<file path="src/hdl/pmp_defs.svh">
`ifndef PMP_DEFS_SVH
`define PMP_DEFS_SVH

// --------------------------------------------------
// PMP build configuration
// --------------------------------------------------

// Number of implemented regions, 1 to 16
`define PMP_NUM_REGIONS 8

// Granule size is 2^(PMP_GRANULARITY+2) bytes
// 0 gives 4-byte granules
`define PMP_GRANULARITY 0

// Physical address width
`define PMP_PADDR_W 34

// CSR data width
// An address register holds physical bits 33 down to 2
`define PMP_CSR_W 32

`endif

</file>
<file path="src/hdl/pmp_pkg.sv">
`default_nettype none

package pmp_pkg;

  // Region match mode, as stored in cfg bits 4:3
  typedef enum logic [1:0] {
    PMP_MODE_OFF   = 2'b00,
    PMP_MODE_TOR   = 2'b01,
    PMP_MODE_NA4   = 2'b10,
    PMP_MODE_NAPOT = 2'b11
  } pmp_mode_e;

  // Access type of a request
  typedef enum logic [1:0] {
    PMP_ACC_READ  = 2'b00,
    PMP_ACC_WRITE = 2'b01,
    PMP_ACC_EXEC  = 2'b10
  } pmp_acc_e;

  // Privilege levels, RISC-V encoding
  typedef enum logic [1:0] {
    PRIV_LVL_U = 2'b00,
    PRIV_LVL_S = 2'b01,
    PRIV_LVL_M = 2'b11
  } priv_lvl_e;

  // CSR target of a write or readback
  typedef enum logic [1:0] {
    PMP_CSR_CFG     = 2'b00,
    PMP_CSR_ADDR    = 2'b01,
    PMP_CSR_MSECCFG = 2'b10
  } pmp_csr_sel_e;

  // Bit positions inside a configuration byte
  localparam int unsigned PMP_CFG_R_BIT    = 0;
  localparam int unsigned PMP_CFG_W_BIT    = 1;
  localparam int unsigned PMP_CFG_X_BIT    = 2;
  localparam int unsigned PMP_CFG_MODE_LSB = 3;
  localparam int unsigned PMP_CFG_L_BIT    = 7;

  // Bit positions inside the security configuration register
  localparam int unsigned PMP_MSEC_MML_BIT  = 0;
  localparam int unsigned PMP_MSEC_MMWP_BIT = 1;
  localparam int unsigned PMP_MSEC_RLB_BIT  = 2;

endpackage

`default_nettype wire

</file>
<file path="src/hdl/pmp_csr.sv">
`default_nettype none

`include "pmp_defs.svh"

module pmp_csr import pmp_pkg::*; (
  input  logic                                          clk,
  input  logic                                          rst_n_i,
  // CSR strobe port
  input  logic                                          csr_we_i,
  input  pmp_csr_sel_e                                  csr_sel_i,
  input  logic [3:0]                                    csr_idx_i,
  input  logic [`PMP_CSR_W-1:0]                         csr_wdata_i,
  output logic [`PMP_CSR_W-1:0]                         csr_rdata_o,
  // Per-region configuration towards the checker
  output logic [`PMP_NUM_REGIONS-1:0]                   cfg_read_o,
  output logic [`PMP_NUM_REGIONS-1:0]                   cfg_write_o,
  output logic [`PMP_NUM_REGIONS-1:0]                   cfg_exec_o,
  output logic [`PMP_NUM_REGIONS-1:0]                   cfg_lock_o,
  output pmp_mode_e [`PMP_NUM_REGIONS-1:0]              cfg_mode_o,
  output logic [`PMP_NUM_REGIONS-1:0][`PMP_PADDR_W-1:0] region_addr_o,
  // Security configuration
  output logic                                          mml_o,
  output logic                                          mmwp_o,
  output logic                                          rlb_o
);

  localparam int unsigned NR = `PMP_NUM_REGIONS;

  // Region state
  logic [NR-1:0]                 read_q;
  logic [NR-1:0]                 write_q;
  logic [NR-1:0]                 exec_q;
  logic [NR-1:0]                 lock_q;
  pmp_mode_e [NR-1:0]            mode_q;
  logic [NR-1:0][`PMP_CSR_W-1:0] addr_q;
  // Security configuration state
  logic                          mml_q;
  logic                          mmwp_q;
  logic                          rlb_q;
  // Write decode
  logic [NR-1:0]                 idx_hit;
  logic [NR-1:0]                 lock_eff;
  logic [NR-1:0]                 next_tor_lock;
  logic [NR-1:0]                 cfg_we;
  logic [NR-1:0]                 addr_we;
  logic                          msec_we;

  // --------------------------------------------------
  // Region registers
  // --------------------------------------------------
  for (genvar r = 0; r < NR; r++) begin : g_region
    assign idx_hit[r]  = csr_we_i && (csr_idx_i == 4'(r));
    // RLB lifts every lock
    assign lock_eff[r] = lock_q[r] && !rlb_q;

    // Locked TOR entry above also protects this address
    if (r < NR - 1) begin : g_next
      assign next_tor_lock[r] = lock_eff[r+1] && (mode_q[r+1] == PMP_MODE_TOR);
    end else begin : g_last
      assign next_tor_lock[r] = 1'b0;
    end

    assign cfg_we[r]  = idx_hit[r] && (csr_sel_i == PMP_CSR_CFG) && !lock_eff[r];
    assign addr_we[r] = idx_hit[r] && (csr_sel_i == PMP_CSR_ADDR) &&
                        !lock_eff[r] && !next_tor_lock[r];

    always_ff @(posedge clk or negedge rst_n_i) begin
      if (!rst_n_i) begin
        read_q[r]  <= 1'b0;
        write_q[r] <= 1'b0;
        exec_q[r]  <= 1'b0;
        lock_q[r]  <= 1'b0;
        mode_q[r]  <= PMP_MODE_OFF;
        addr_q[r]  <= '0;
      end else begin
        if (cfg_we[r]) begin
          read_q[r]  <= csr_wdata_i[PMP_CFG_R_BIT];
          write_q[r] <= csr_wdata_i[PMP_CFG_W_BIT];
          exec_q[r]  <= csr_wdata_i[PMP_CFG_X_BIT];
          mode_q[r]  <= pmp_mode_e'(csr_wdata_i[PMP_CFG_MODE_LSB +: 2]);
          lock_q[r]  <= csr_wdata_i[PMP_CFG_L_BIT];
        end
        if (addr_we[r]) begin
          addr_q[r] <= csr_wdata_i;
        end
      end
    end

    // Register holds physical bits 33:2
    assign region_addr_o[r] = {addr_q[r], 2'b00};
  end

  // --------------------------------------------------
  // Security configuration
  // --------------------------------------------------
  assign msec_we = csr_we_i && (csr_sel_i == PMP_CSR_MSECCFG);

  always_ff @(posedge clk or negedge rst_n_i) begin
    if (!rst_n_i) begin
      mml_q  <= 1'b0;
      mmwp_q <= 1'b0;
      rlb_q  <= 1'b0;
    end else if (msec_we) begin
      // MML and MMWP are set-only until reset
      mml_q  <= mml_q  || csr_wdata_i[PMP_MSEC_MML_BIT];
      mmwp_q <= mmwp_q || csr_wdata_i[PMP_MSEC_MMWP_BIT];
      // RLB sets only with no entry locked, clears at any time
      rlb_q  <= csr_wdata_i[PMP_MSEC_RLB_BIT] && (rlb_q || !(|lock_q));
    end
  end

  // Combinational readback, zero for unimplemented index
  always_comb begin
    csr_rdata_o = '0;
    case (csr_sel_i)
      PMP_CSR_CFG: begin
        for (int r = 0; r < NR; r++) begin
          if (csr_idx_i == 4'(r)) begin
            csr_rdata_o[PMP_CFG_R_BIT]           = read_q[r];
            csr_rdata_o[PMP_CFG_W_BIT]           = write_q[r];
            csr_rdata_o[PMP_CFG_X_BIT]           = exec_q[r];
            csr_rdata_o[PMP_CFG_MODE_LSB +: 2]   = mode_q[r];
            csr_rdata_o[PMP_CFG_L_BIT]           = lock_q[r];
          end
        end
      end
      PMP_CSR_ADDR: begin
        for (int r = 0; r < NR; r++) begin
          if (csr_idx_i == 4'(r)) csr_rdata_o = addr_q[r];
        end
      end
      PMP_CSR_MSECCFG: begin
        csr_rdata_o[PMP_MSEC_MML_BIT]  = mml_q;
        csr_rdata_o[PMP_MSEC_MMWP_BIT] = mmwp_q;
        csr_rdata_o[PMP_MSEC_RLB_BIT]  = rlb_q;
      end
      default: csr_rdata_o = '0;
    endcase
  end

  assign cfg_read_o  = read_q;
  assign cfg_write_o = write_q;
  assign cfg_exec_o  = exec_q;
  assign cfg_lock_o  = lock_q;
  assign cfg_mode_o  = mode_q;
  assign mml_o       = mml_q;
  assign mmwp_o      = mmwp_q;
  assign rlb_o       = rlb_q;

  // Once set, the policy bits hold until reset
  a_mmwp_sticky: assert property (@(posedge clk) disable iff (!rst_n_i) mmwp_q |=> mmwp_q);
  a_mml_sticky:  assert property (@(posedge clk) disable iff (!rst_n_i) mml_q |=> mml_q);

endmodule

`default_nettype wire

</file>
<file path="src/hdl/pmp_checker.sv">
`default_nettype none

`include "pmp_defs.svh"

module pmp_checker import pmp_pkg::*; (
  // Region configuration
  input  logic [`PMP_NUM_REGIONS-1:0]                   cfg_read_i,
  input  logic [`PMP_NUM_REGIONS-1:0]                   cfg_write_i,
  input  logic [`PMP_NUM_REGIONS-1:0]                   cfg_exec_i,
  input  logic [`PMP_NUM_REGIONS-1:0]                   cfg_lock_i,
  input  pmp_mode_e [`PMP_NUM_REGIONS-1:0]              cfg_mode_i,
  input  logic [`PMP_NUM_REGIONS-1:0][`PMP_PADDR_W-1:0] region_addr_i,
  input  logic                                          mml_i,
  input  logic                                          mmwp_i,
  // Current request
  input  logic [`PMP_PADDR_W-1:0]                       req_addr_i,
  input  pmp_acc_e                                      req_type_i,
  input  priv_lvl_e                                     req_priv_i,
  output logic                                          access_fault_o
);

  localparam int NR = `PMP_NUM_REGIONS;
  localparam int G  = `PMP_GRANULARITY;
  localparam int AW = `PMP_PADDR_W;

  logic [NR-1:0][AW-1:0]   start_addr;
  logic [NR-1:0][AW-1:G+2] napot_mask;
  logic [NR-1:0]           match_eq;
  logic [NR-1:0]           match_gt;
  logic [NR-1:0]           match_lt;
  logic [NR-1:0]           match_all;
  logic [NR-1:0]           basic_ok;
  logic [NR-1:0]           mml_ok;
  logic                    is_m;

  assign is_m = (req_priv_i == PRIV_LVL_M);

  // --------------------------------------------------
  // Per-region matching and permissions
  // --------------------------------------------------
  for (genvar r = 0; r < NR; r++) begin : g_region

    // TOR lower bound comes from the entry below, zero for entry 0
    if (r == 0) begin : g_first
      assign start_addr[r] = (cfg_mode_i[r] == PMP_MODE_TOR) ? '0 : region_addr_i[r];
    end else begin : g_other
      assign start_addr[r] = (cfg_mode_i[r] == PMP_MODE_TOR) ? region_addr_i[r-1] :
                             region_addr_i[r];
    end

    // NAPOT mask, a bit is compared only above the trailing ones
    always_comb begin : p_mask
      logic ones;
      ones = 1'b1;
      for (int b = G + 2; b < AW; b++) begin
        if (b == 2) begin
          // Smallest NAPOT region is 8 bytes
          napot_mask[r][b] = (cfg_mode_i[r] != PMP_MODE_NAPOT);
        end else begin
          ones = ones && region_addr_i[r][b-1];
          napot_mask[r][b] = (cfg_mode_i[r] != PMP_MODE_NAPOT) || !ones;
        end
      end
    end

    // Comparators at granule resolution
    assign match_eq[r] = (req_addr_i[AW-1:G+2] & napot_mask[r]) ==
                         (start_addr[r][AW-1:G+2] & napot_mask[r]);
    assign match_gt[r] = req_addr_i[AW-1:G+2] > start_addr[r][AW-1:G+2];
    assign match_lt[r] = req_addr_i[AW-1:G+2] < region_addr_i[r][AW-1:G+2];

    always_comb begin
      case (cfg_mode_i[r])
        PMP_MODE_TOR:   match_all[r] = (match_eq[r] || match_gt[r]) && match_lt[r];
        PMP_MODE_NA4:   match_all[r] = match_eq[r];
        PMP_MODE_NAPOT: match_all[r] = match_eq[r];
        default:        match_all[r] = 1'b0;
      endcase
    end

    // R, W, X against the access type
    assign basic_ok[r] = ((req_type_i == PMP_ACC_READ)  && cfg_read_i[r])  ||
                         ((req_type_i == PMP_ACC_WRITE) && cfg_write_i[r]) ||
                         ((req_type_i == PMP_ACC_EXEC)  && cfg_exec_i[r]);

    // Permission under MML
    always_comb begin
      if (!cfg_read_i[r] && cfg_write_i[r]) begin
        // Shared regions, selected by L and X
        case ({cfg_lock_i[r], cfg_exec_i[r]})
          // M read/write, S/U read
          2'b00: mml_ok[r] = (req_type_i == PMP_ACC_READ) ||
                             ((req_type_i == PMP_ACC_WRITE) && is_m);
          // Read/write for all
          2'b01: mml_ok[r] = (req_type_i == PMP_ACC_READ) ||
                             (req_type_i == PMP_ACC_WRITE);
          // Execute for all
          2'b10: mml_ok[r] = (req_type_i == PMP_ACC_EXEC);
          // M read/execute, S/U execute
          default: mml_ok[r] = (req_type_i == PMP_ACC_EXEC) ||
                               ((req_type_i == PMP_ACC_READ) && is_m);
        endcase
      end else if (cfg_read_i[r] && cfg_write_i[r] && cfg_exec_i[r] && cfg_lock_i[r]) begin
        // Shared read-only for every mode
        mml_ok[r] = (req_type_i == PMP_ACC_READ);
      end else begin
        // Locked entries serve M only, unlocked ones S/U only
        mml_ok[r] = basic_ok[r] && (is_m ? cfg_lock_i[r] : !cfg_lock_i[r]);
      end
    end
  end

  // --------------------------------------------------
  // Fault decision
  // --------------------------------------------------
  always_comb begin
    // Unmatched: M passes unless MMWP, S/U always fault
    access_fault_o = mmwp_i || !is_m;
    // Walk downward so region 0 has the final say
    for (int r = NR - 1; r >= 0; r--) begin
      if (match_all[r]) begin
        if (mml_i) begin
          access_fault_o = !mml_ok[r];
        end else if (is_m) begin
          // M mode is bound only by locked entries
          access_fault_o = cfg_lock_i[r] && !basic_ok[r];
        end else begin
          access_fault_o = !basic_ok[r];
        end
      end
    end
  end

endmodule

`default_nettype wire

</file>
<file path="src/hdl/pmp_access_resp.sv">
`default_nettype none

`include "pmp_defs.svh"

module pmp_access_resp (
  input  logic                    clk,
  input  logic                    rst_n_i,
  input  logic                    req_valid_i,
  input  logic [`PMP_PADDR_W-1:0] req_addr_i,
  input  logic                    access_fault_i,
  input  logic                    fault_clr_i,
  output logic                    resp_valid_o,
  output logic                    resp_err_o,
  output logic                    fault_valid_o,
  output logic [`PMP_PADDR_W-1:0] fault_addr_o
);

  logic resp_valid_q;
  logic resp_err_q;
  logic fault_valid_q;
  logic new_fault;
  logic capture;

  assign new_fault = req_valid_i && access_fault_i;
  // First fault, or a fault that arrives with the clear
  assign capture   = new_fault && (!fault_valid_q || fault_clr_i);

  // --------------------------------------------------
  // Response and fault flag
  // --------------------------------------------------
  always_ff @(posedge clk or negedge rst_n_i) begin
    if (!rst_n_i) begin
      resp_valid_q  <= 1'b0;
      resp_err_q    <= 1'b0;
      fault_valid_q <= 1'b0;
    end else begin
      resp_valid_q <= req_valid_i;
      resp_err_q   <= new_fault;
      if (capture) begin
        fault_valid_q <= 1'b1;
      end else if (fault_clr_i) begin
        fault_valid_q <= 1'b0;
      end
    end
  end

  // Trap value, held until cleared
  always_ff @(posedge clk) begin
    if (capture) fault_addr_o <= req_addr_i;
  end

  assign resp_valid_o  = resp_valid_q;
  assign resp_err_o    = resp_err_q;
  assign fault_valid_o = fault_valid_q;

  a_err_has_valid: assert property (@(posedge clk) disable iff (!rst_n_i)
    resp_err_o |-> resp_valid_o);
  a_resp_after_req: assert property (@(posedge clk) disable iff (!rst_n_i)
    resp_valid_o |-> $past(req_valid_i));

endmodule

`default_nettype wire

</file>
<file path="src/hdl/pmp_top.sv">
`default_nettype none

`include "pmp_defs.svh"

module pmp_top import pmp_pkg::*; (
  input  logic                    clk,
  input  logic                    rst_n_i,
  // CSR port
  input  logic                    csr_we_i,
  input  pmp_csr_sel_e            csr_sel_i,
  input  logic [3:0]              csr_idx_i,
  input  logic [`PMP_CSR_W-1:0]   csr_wdata_i,
  output logic [`PMP_CSR_W-1:0]   csr_rdata_o,
  // Access port
  input  logic                    req_valid_i,
  input  logic [`PMP_PADDR_W-1:0] req_addr_i,
  input  pmp_acc_e                req_type_i,
  input  priv_lvl_e               req_priv_i,
  input  logic                    fault_clr_i,
  output logic                    resp_valid_o,
  output logic                    resp_err_o,
  output logic                    fault_valid_o,
  output logic [`PMP_PADDR_W-1:0] fault_addr_o
);

  // CSR bank to checker
  logic [`PMP_NUM_REGIONS-1:0]                   cfg_read;
  logic [`PMP_NUM_REGIONS-1:0]                   cfg_write;
  logic [`PMP_NUM_REGIONS-1:0]                   cfg_exec;
  logic [`PMP_NUM_REGIONS-1:0]                   cfg_lock;
  pmp_mode_e [`PMP_NUM_REGIONS-1:0]              cfg_mode;
  logic [`PMP_NUM_REGIONS-1:0][`PMP_PADDR_W-1:0] region_addr;
  logic                                          mml;
  logic                                          mmwp;
  // Checker to response stage
  logic                                          access_fault;

  pmp_csr u_csr (
    .clk           (clk),
    .rst_n_i       (rst_n_i),
    .csr_we_i      (csr_we_i),
    .csr_sel_i     (csr_sel_i),
    .csr_idx_i     (csr_idx_i),
    .csr_wdata_i   (csr_wdata_i),
    .csr_rdata_o   (csr_rdata_o),
    .cfg_read_o    (cfg_read),
    .cfg_write_o   (cfg_write),
    .cfg_exec_o    (cfg_exec),
    .cfg_lock_o    (cfg_lock),
    .cfg_mode_o    (cfg_mode),
    .region_addr_o (region_addr),
    .mml_o         (mml),
    .mmwp_o        (mmwp),
    // RLB only gates CSR writes inside the bank
    .rlb_o         ()
  );

  pmp_checker u_checker (
    .cfg_read_i     (cfg_read),
    .cfg_write_i    (cfg_write),
    .cfg_exec_i     (cfg_exec),
    .cfg_lock_i     (cfg_lock),
    .cfg_mode_i     (cfg_mode),
    .region_addr_i  (region_addr),
    .mml_i          (mml),
    .mmwp_i         (mmwp),
    .req_addr_i     (req_addr_i),
    .req_type_i     (req_type_i),
    .req_priv_i     (req_priv_i),
    .access_fault_o (access_fault)
  );

  pmp_access_resp u_resp (
    .clk            (clk),
    .rst_n_i        (rst_n_i),
    .req_valid_i    (req_valid_i),
    .req_addr_i     (req_addr_i),
    .access_fault_i (access_fault),
    .fault_clr_i    (fault_clr_i),
    .resp_valid_o   (resp_valid_o),
    .resp_err_o     (resp_err_o),
    .fault_valid_o  (fault_valid_o),
    .fault_addr_o   (fault_addr_o)
  );

endmodule

`default_nettype wire

</file>
<file path="config.mk">
export PLATFORM = sky130hd
export DESIGN_NAME = pmp_top
export DESIGN_NICKNAME = d
export VERILOG_FILES = /design/src/hdl/pmp_pkg.sv /design/src/hdl/pmp_csr.sv /design/src/hdl/pmp_checker.sv /design/src/hdl/pmp_access_resp.sv /design/src/hdl/pmp_top.sv
export VERILOG_INCLUDE_DIRS = /design/src /design/src/hdl
export SDC_FILE = /design/constraint.sdc
export NUM_CORES = 2
export LEC_CHECK = 0
export ABC_AREA = 1
export BUFFER_PORTS_ARGS = -buffer_cell sky130_fd_sc_hd__buf_2
export CAP_MARGIN = 0
export CORE_MARGIN = 10
export CORE_UTILIZATION = 31
export CTS_CLUSTER_DIAMETER = 80
export DETAILED_ROUTE_END_ITERATION = 6
export PLACE_DENSITY_LB_ADDON = 0.15
export SYNTH_ARGS = -nofsm -noshare
export SYNTH_HDL_FRONTEND = slang
export SYNTH_SLANG_ARGS = --single-unit
</file>
<file path="constraint.sdc">
create_clock -name clk -period 4.9 [get_ports clk]
set_clock_uncertainty 0.05 [all_clocks]
set_input_delay 0.735 -clock clk [delete_from_list [all_inputs] [get_ports clk]]
set_output_delay 0.735 -clock clk [all_outputs]
set_load 0.005 [all_outputs]
</file>
==> results_dict.tcl <==
set metrics [dict create \
    gr-total-overflow 0 \
    nets 5643 \
    place_area_mm2 0.0386 \
    clk_pin_slew_worst_paths_ns 0.06 \
    status "finished clean" \
    max_freq_mhz 208 \
    fp.dieArea_mm2 0.126 \
    relSlewSlack 0.270 \
    grt_pass1_vias 33600 \
    wire_per_inst_um 22.5 \
    clock_sinks 344 \
    reg2regPathDepth 31 \
    synth-edff-count 34 \
    areaGrowthSynthToFinish_pct 17.4 \
    io_buffers 149 \
    period_needed_ns 4.82 \
    track_usage 0.227 \
    antenna_found_initial 10 \
    synthFlopType "dfrtp_1" \
    cts_max_level 2 \
    cp.arrival_ns 5.13 \
    yosys_warnings 0 \
    vias 35300 \
    synthCells 4804 \
    design.core.area_mm2 0.111 \
    drt-total-wl_um 148000 \
    r2r-end "u_resp.fault_addr_o[3]" \
    vdd.ir_drop.worst_mv 0.265 \
    ant_nets 0 \
    clk_latency_ns 0.66 \
    drc_errors 0 \
    netlist_area_mm2 0.0347 \
    finalPower_w 0.0127 \
    slowest_delay_ns 0.42 \
    cts_buffers 53 \
    reg2reg_slack_ns 0.08 \
    critPathLaunch "u_csr.cfg_mode_o[15]" \
    ys_types 55 \
    dp_hpwl_um 120000 \
    worst_setup_path_start_kind "flop" \
    drt-initial-drc-count 3127 \
    hold_end "u_resp.fault_addr_o[1]" \
    synthArstFlopShare 0.901 \
    rows 122 \
    clock_path_buffers 3 \
    design_area_mm2 0.0408 \
    cp-end-kind "flop" \
    io_pins 150 \
    regToRegStartpoint "u_csr.cfg_mode_o[15]" \
    min_delay_path_depth 1 \
    seq_area_frac_synth 0.253 \
    path_class "reg -> reg" \
    slew_viol_final 0 \
    worst_pin_slew_ns 1.09 \
    timing.final.crit_share 0.983 \
    final_cells 6601 \
    cellPowerDensity_mw_per_mm2 313 \
    rsz0062_at_grt "true" \
    grt_start_max_net_pins 110 \
    critPathMostFrequentCell "nand2_2" \
    synth_nets 5389 \
    worstPathMaxFanout 15 \
    final_util 0.367 \
    p_leak_nw 18.3 \
    min-delay-path-class "in -> reg" \
    die-width_um 355 \
    ys_ff_latch 344 \
    dp_cells 6481 \
    start_util 0.313 \
    drive_above_1_share 0.121 \
    finalHoldViolCount 0 \
    place.gp.congestion 0.905 \
    cts_tree "done" \
    drv_cap 0 \
    hold_start "req_addr_i[1]" \
    drtPass1Iterations 5 \
    grt_pass1_wl_um 216000 \
    vias_per_cell 5.34 \
    crit_path_top_delay_cell "dfrtp_1" \
    cts_root_buf "clkbuf_16" \
    die_y_um 355 \
    synth_area_per_cell_um2 7.23 \
    required_ns 5.21 \
    setup_viol 0 \
]
-- worst max-delay path by stage --
stage,to,slack [ns],cells after the start
detailed placement,u_resp.fault_addr_o[3],-0.82,25
global placement,u_resp.fault_addr_o[3],-0.81,25
CTS,u_resp.fault_addr_o[29],0.01,32
floorplan,u_resp.fault_addr_o[0],0.35,28
global route,u_resp.fault_addr_o[3],-0.34,34
finish,u_resp.fault_addr_o[3],0.08,31
-- critical path: cells and delay by family (launching register included) --
family | cells | cell delay [ns]
simple gates | 20 | 2.02
buf+inv | 3 | 0.45
compound gates | 8 | 1.54
flops | 1 | 0.42
-- cell type report --
cell class              count  area (µm²)
diodes                     10        25.0
fillers                 11800       70200
clock inverters            21         270
multi-input cells        3739       23500
repair buffers            370        2670
flip-flops and latches    344        8780
inverters                 550        2060
clock buffers              79        1590
well taps                1488        1860
-- timing repair --
item,CTS,global route
hold buffers,1,0
endpoints found under the setup margin,34,36
hold endpoints to repair,4,0
gates resized for setup,11,24
pin swaps,1,19
gates cloned,1,2
setup buffers,2,5
-- registers in the layout (all words and copies together), names as in the netlist --
signal                flops
u_resp.resp_valid_o       1
u_csr.cfg_read_o          8
u_resp.fault_addr_o      34
u_csr.cfg_write_o         8
u_csr.mmwp_o              1
u_csr.mml_o               1
u_csr.cfg_mode_o         16
u_csr.region_addr_o     256
u_csr.rlb_o               1
u_csr.cfg_exec_o          8
u_csr.cfg_lock_o          8
u_resp.resp_err_o         1
u_resp.fault_valid_o      1
-- per-stage QoR --
stage | setup TNS [ns] | setup WS, ns | hold WS, ns
final | 0 | 0.0836 | 0.200
after global routing | -9.81 | -0.340 | 0.175
after CTS | 0 | 0.0132 | 0.157
after detailed placement | -28.08 | -0.818 | 0.423
after global placement | -27.75 | -0.808 | 0.420
after floorplan | 0 | 0.346 | 0.389
-- layer usage --
| metal | global-route usage | vias up | wire length [µm] |
|---|---|---|---|
| li1 | - | 17300 | - |
| met1 | 0.329 | 16800 | 71700 |
| met2 | 0.333 | 1003 | 61700 |
| met3 | 0.0398 | 168 | 9940 |
| met4 | 0.0761 | 0 | 4990 |
| met5 | 0 | - | 0 |
-- synth_stat cells (61+ instances only) --
library cell,number,share of area
nand2_1,1048,0.11
o21ai_0,681,0.098
inv_1,521,0.056
ha_1,504,0.18
dfrtp_1,310,0.22
a21oi_1,285,0.041
xor2_1,213,0.054
nor2_1,211,0.023
clkbuf_1,154,0.017
nand4_1,142,0.026
nand3_1,121,0.017
o211ai_1,61,0.013
o221ai_1,61,0.015
-- cell usage in the layout (no fill, tap or decap), types with 12 or more instances in the layout --
master | netlist | final
nor2_4 | 6 | 12
o221ai_1 | 61 | 61
nand2_2 | 13 | 24
nor2_1 | 211 | 195
buf_4 | 0 | 200
nor3_1 | 41 | 38
nand4_1 | 142 | 142
a31oi_1 | 17 | 16
o2111ai_1 | 47 | 44
inv_1 | 521 | 521
inv_2 | 13 | 14
a221oi_1 | 23 | 22
or2_2 | 28 | 28
o22ai_1 | 46 | 46
nor2_2 | 34 | 44
edfxtp_1 | 34 | 34
clkbuf_1 | 154 | 12
nor4_1 | 22 | 21
clkbuf_16 | 0 | 57
clkbuf_8 | 0 | 12
clkinv_1 | 16 | 18
dfrtp_1 | 310 | 310
buf_2 | 1 | 148
ha_1 | 504 | 504
o211ai_1 | 61 | 61
nand3_1 | 121 | 117
nand2_1 | 1048 | 1035
xor2_1 | 213 | 213
a211oi_1 | 38 | 38
buf_12 | 0 | 17
a21oi_1 | 285 | 284
o21ai_0 | 681 | 681
-- cells by family (layout without fill, tap and decap cells) --
group / count (synthesis) / in the layout / share of synthesized area
and+or+nand+nor: 1690 / 1690 / 0.212
AOI/OAI and AO/OA: 1326 / 1326 / 0.220
buffers and inverters: 721 / 1020 / 0.0780
adders and majority gates: 504 / 504 / 0.182
DFF: 344 / 344 / 0.253
xor gates and xnor gates: 219 / 219 / 0.0553
other: 0 / 10 / 0
-- report_power, final --
| part | internal, W | total [W] | leakage (nW) | switching (W) |
|---|---|---|---|---|
| sequential | 0.00323 | 0.00373 | 4.45 | 0.000498 |
| combinational | 0.00181 | 0.00486 | 13.0 | 0.00306 |
| clock | 0.00254 | 0.00415 | 0.917 | 0.00161 |
| total | 0.00758 | 0.0127 | 18.3 | 0.00516 |
Power figures use the tool's default switching activity.
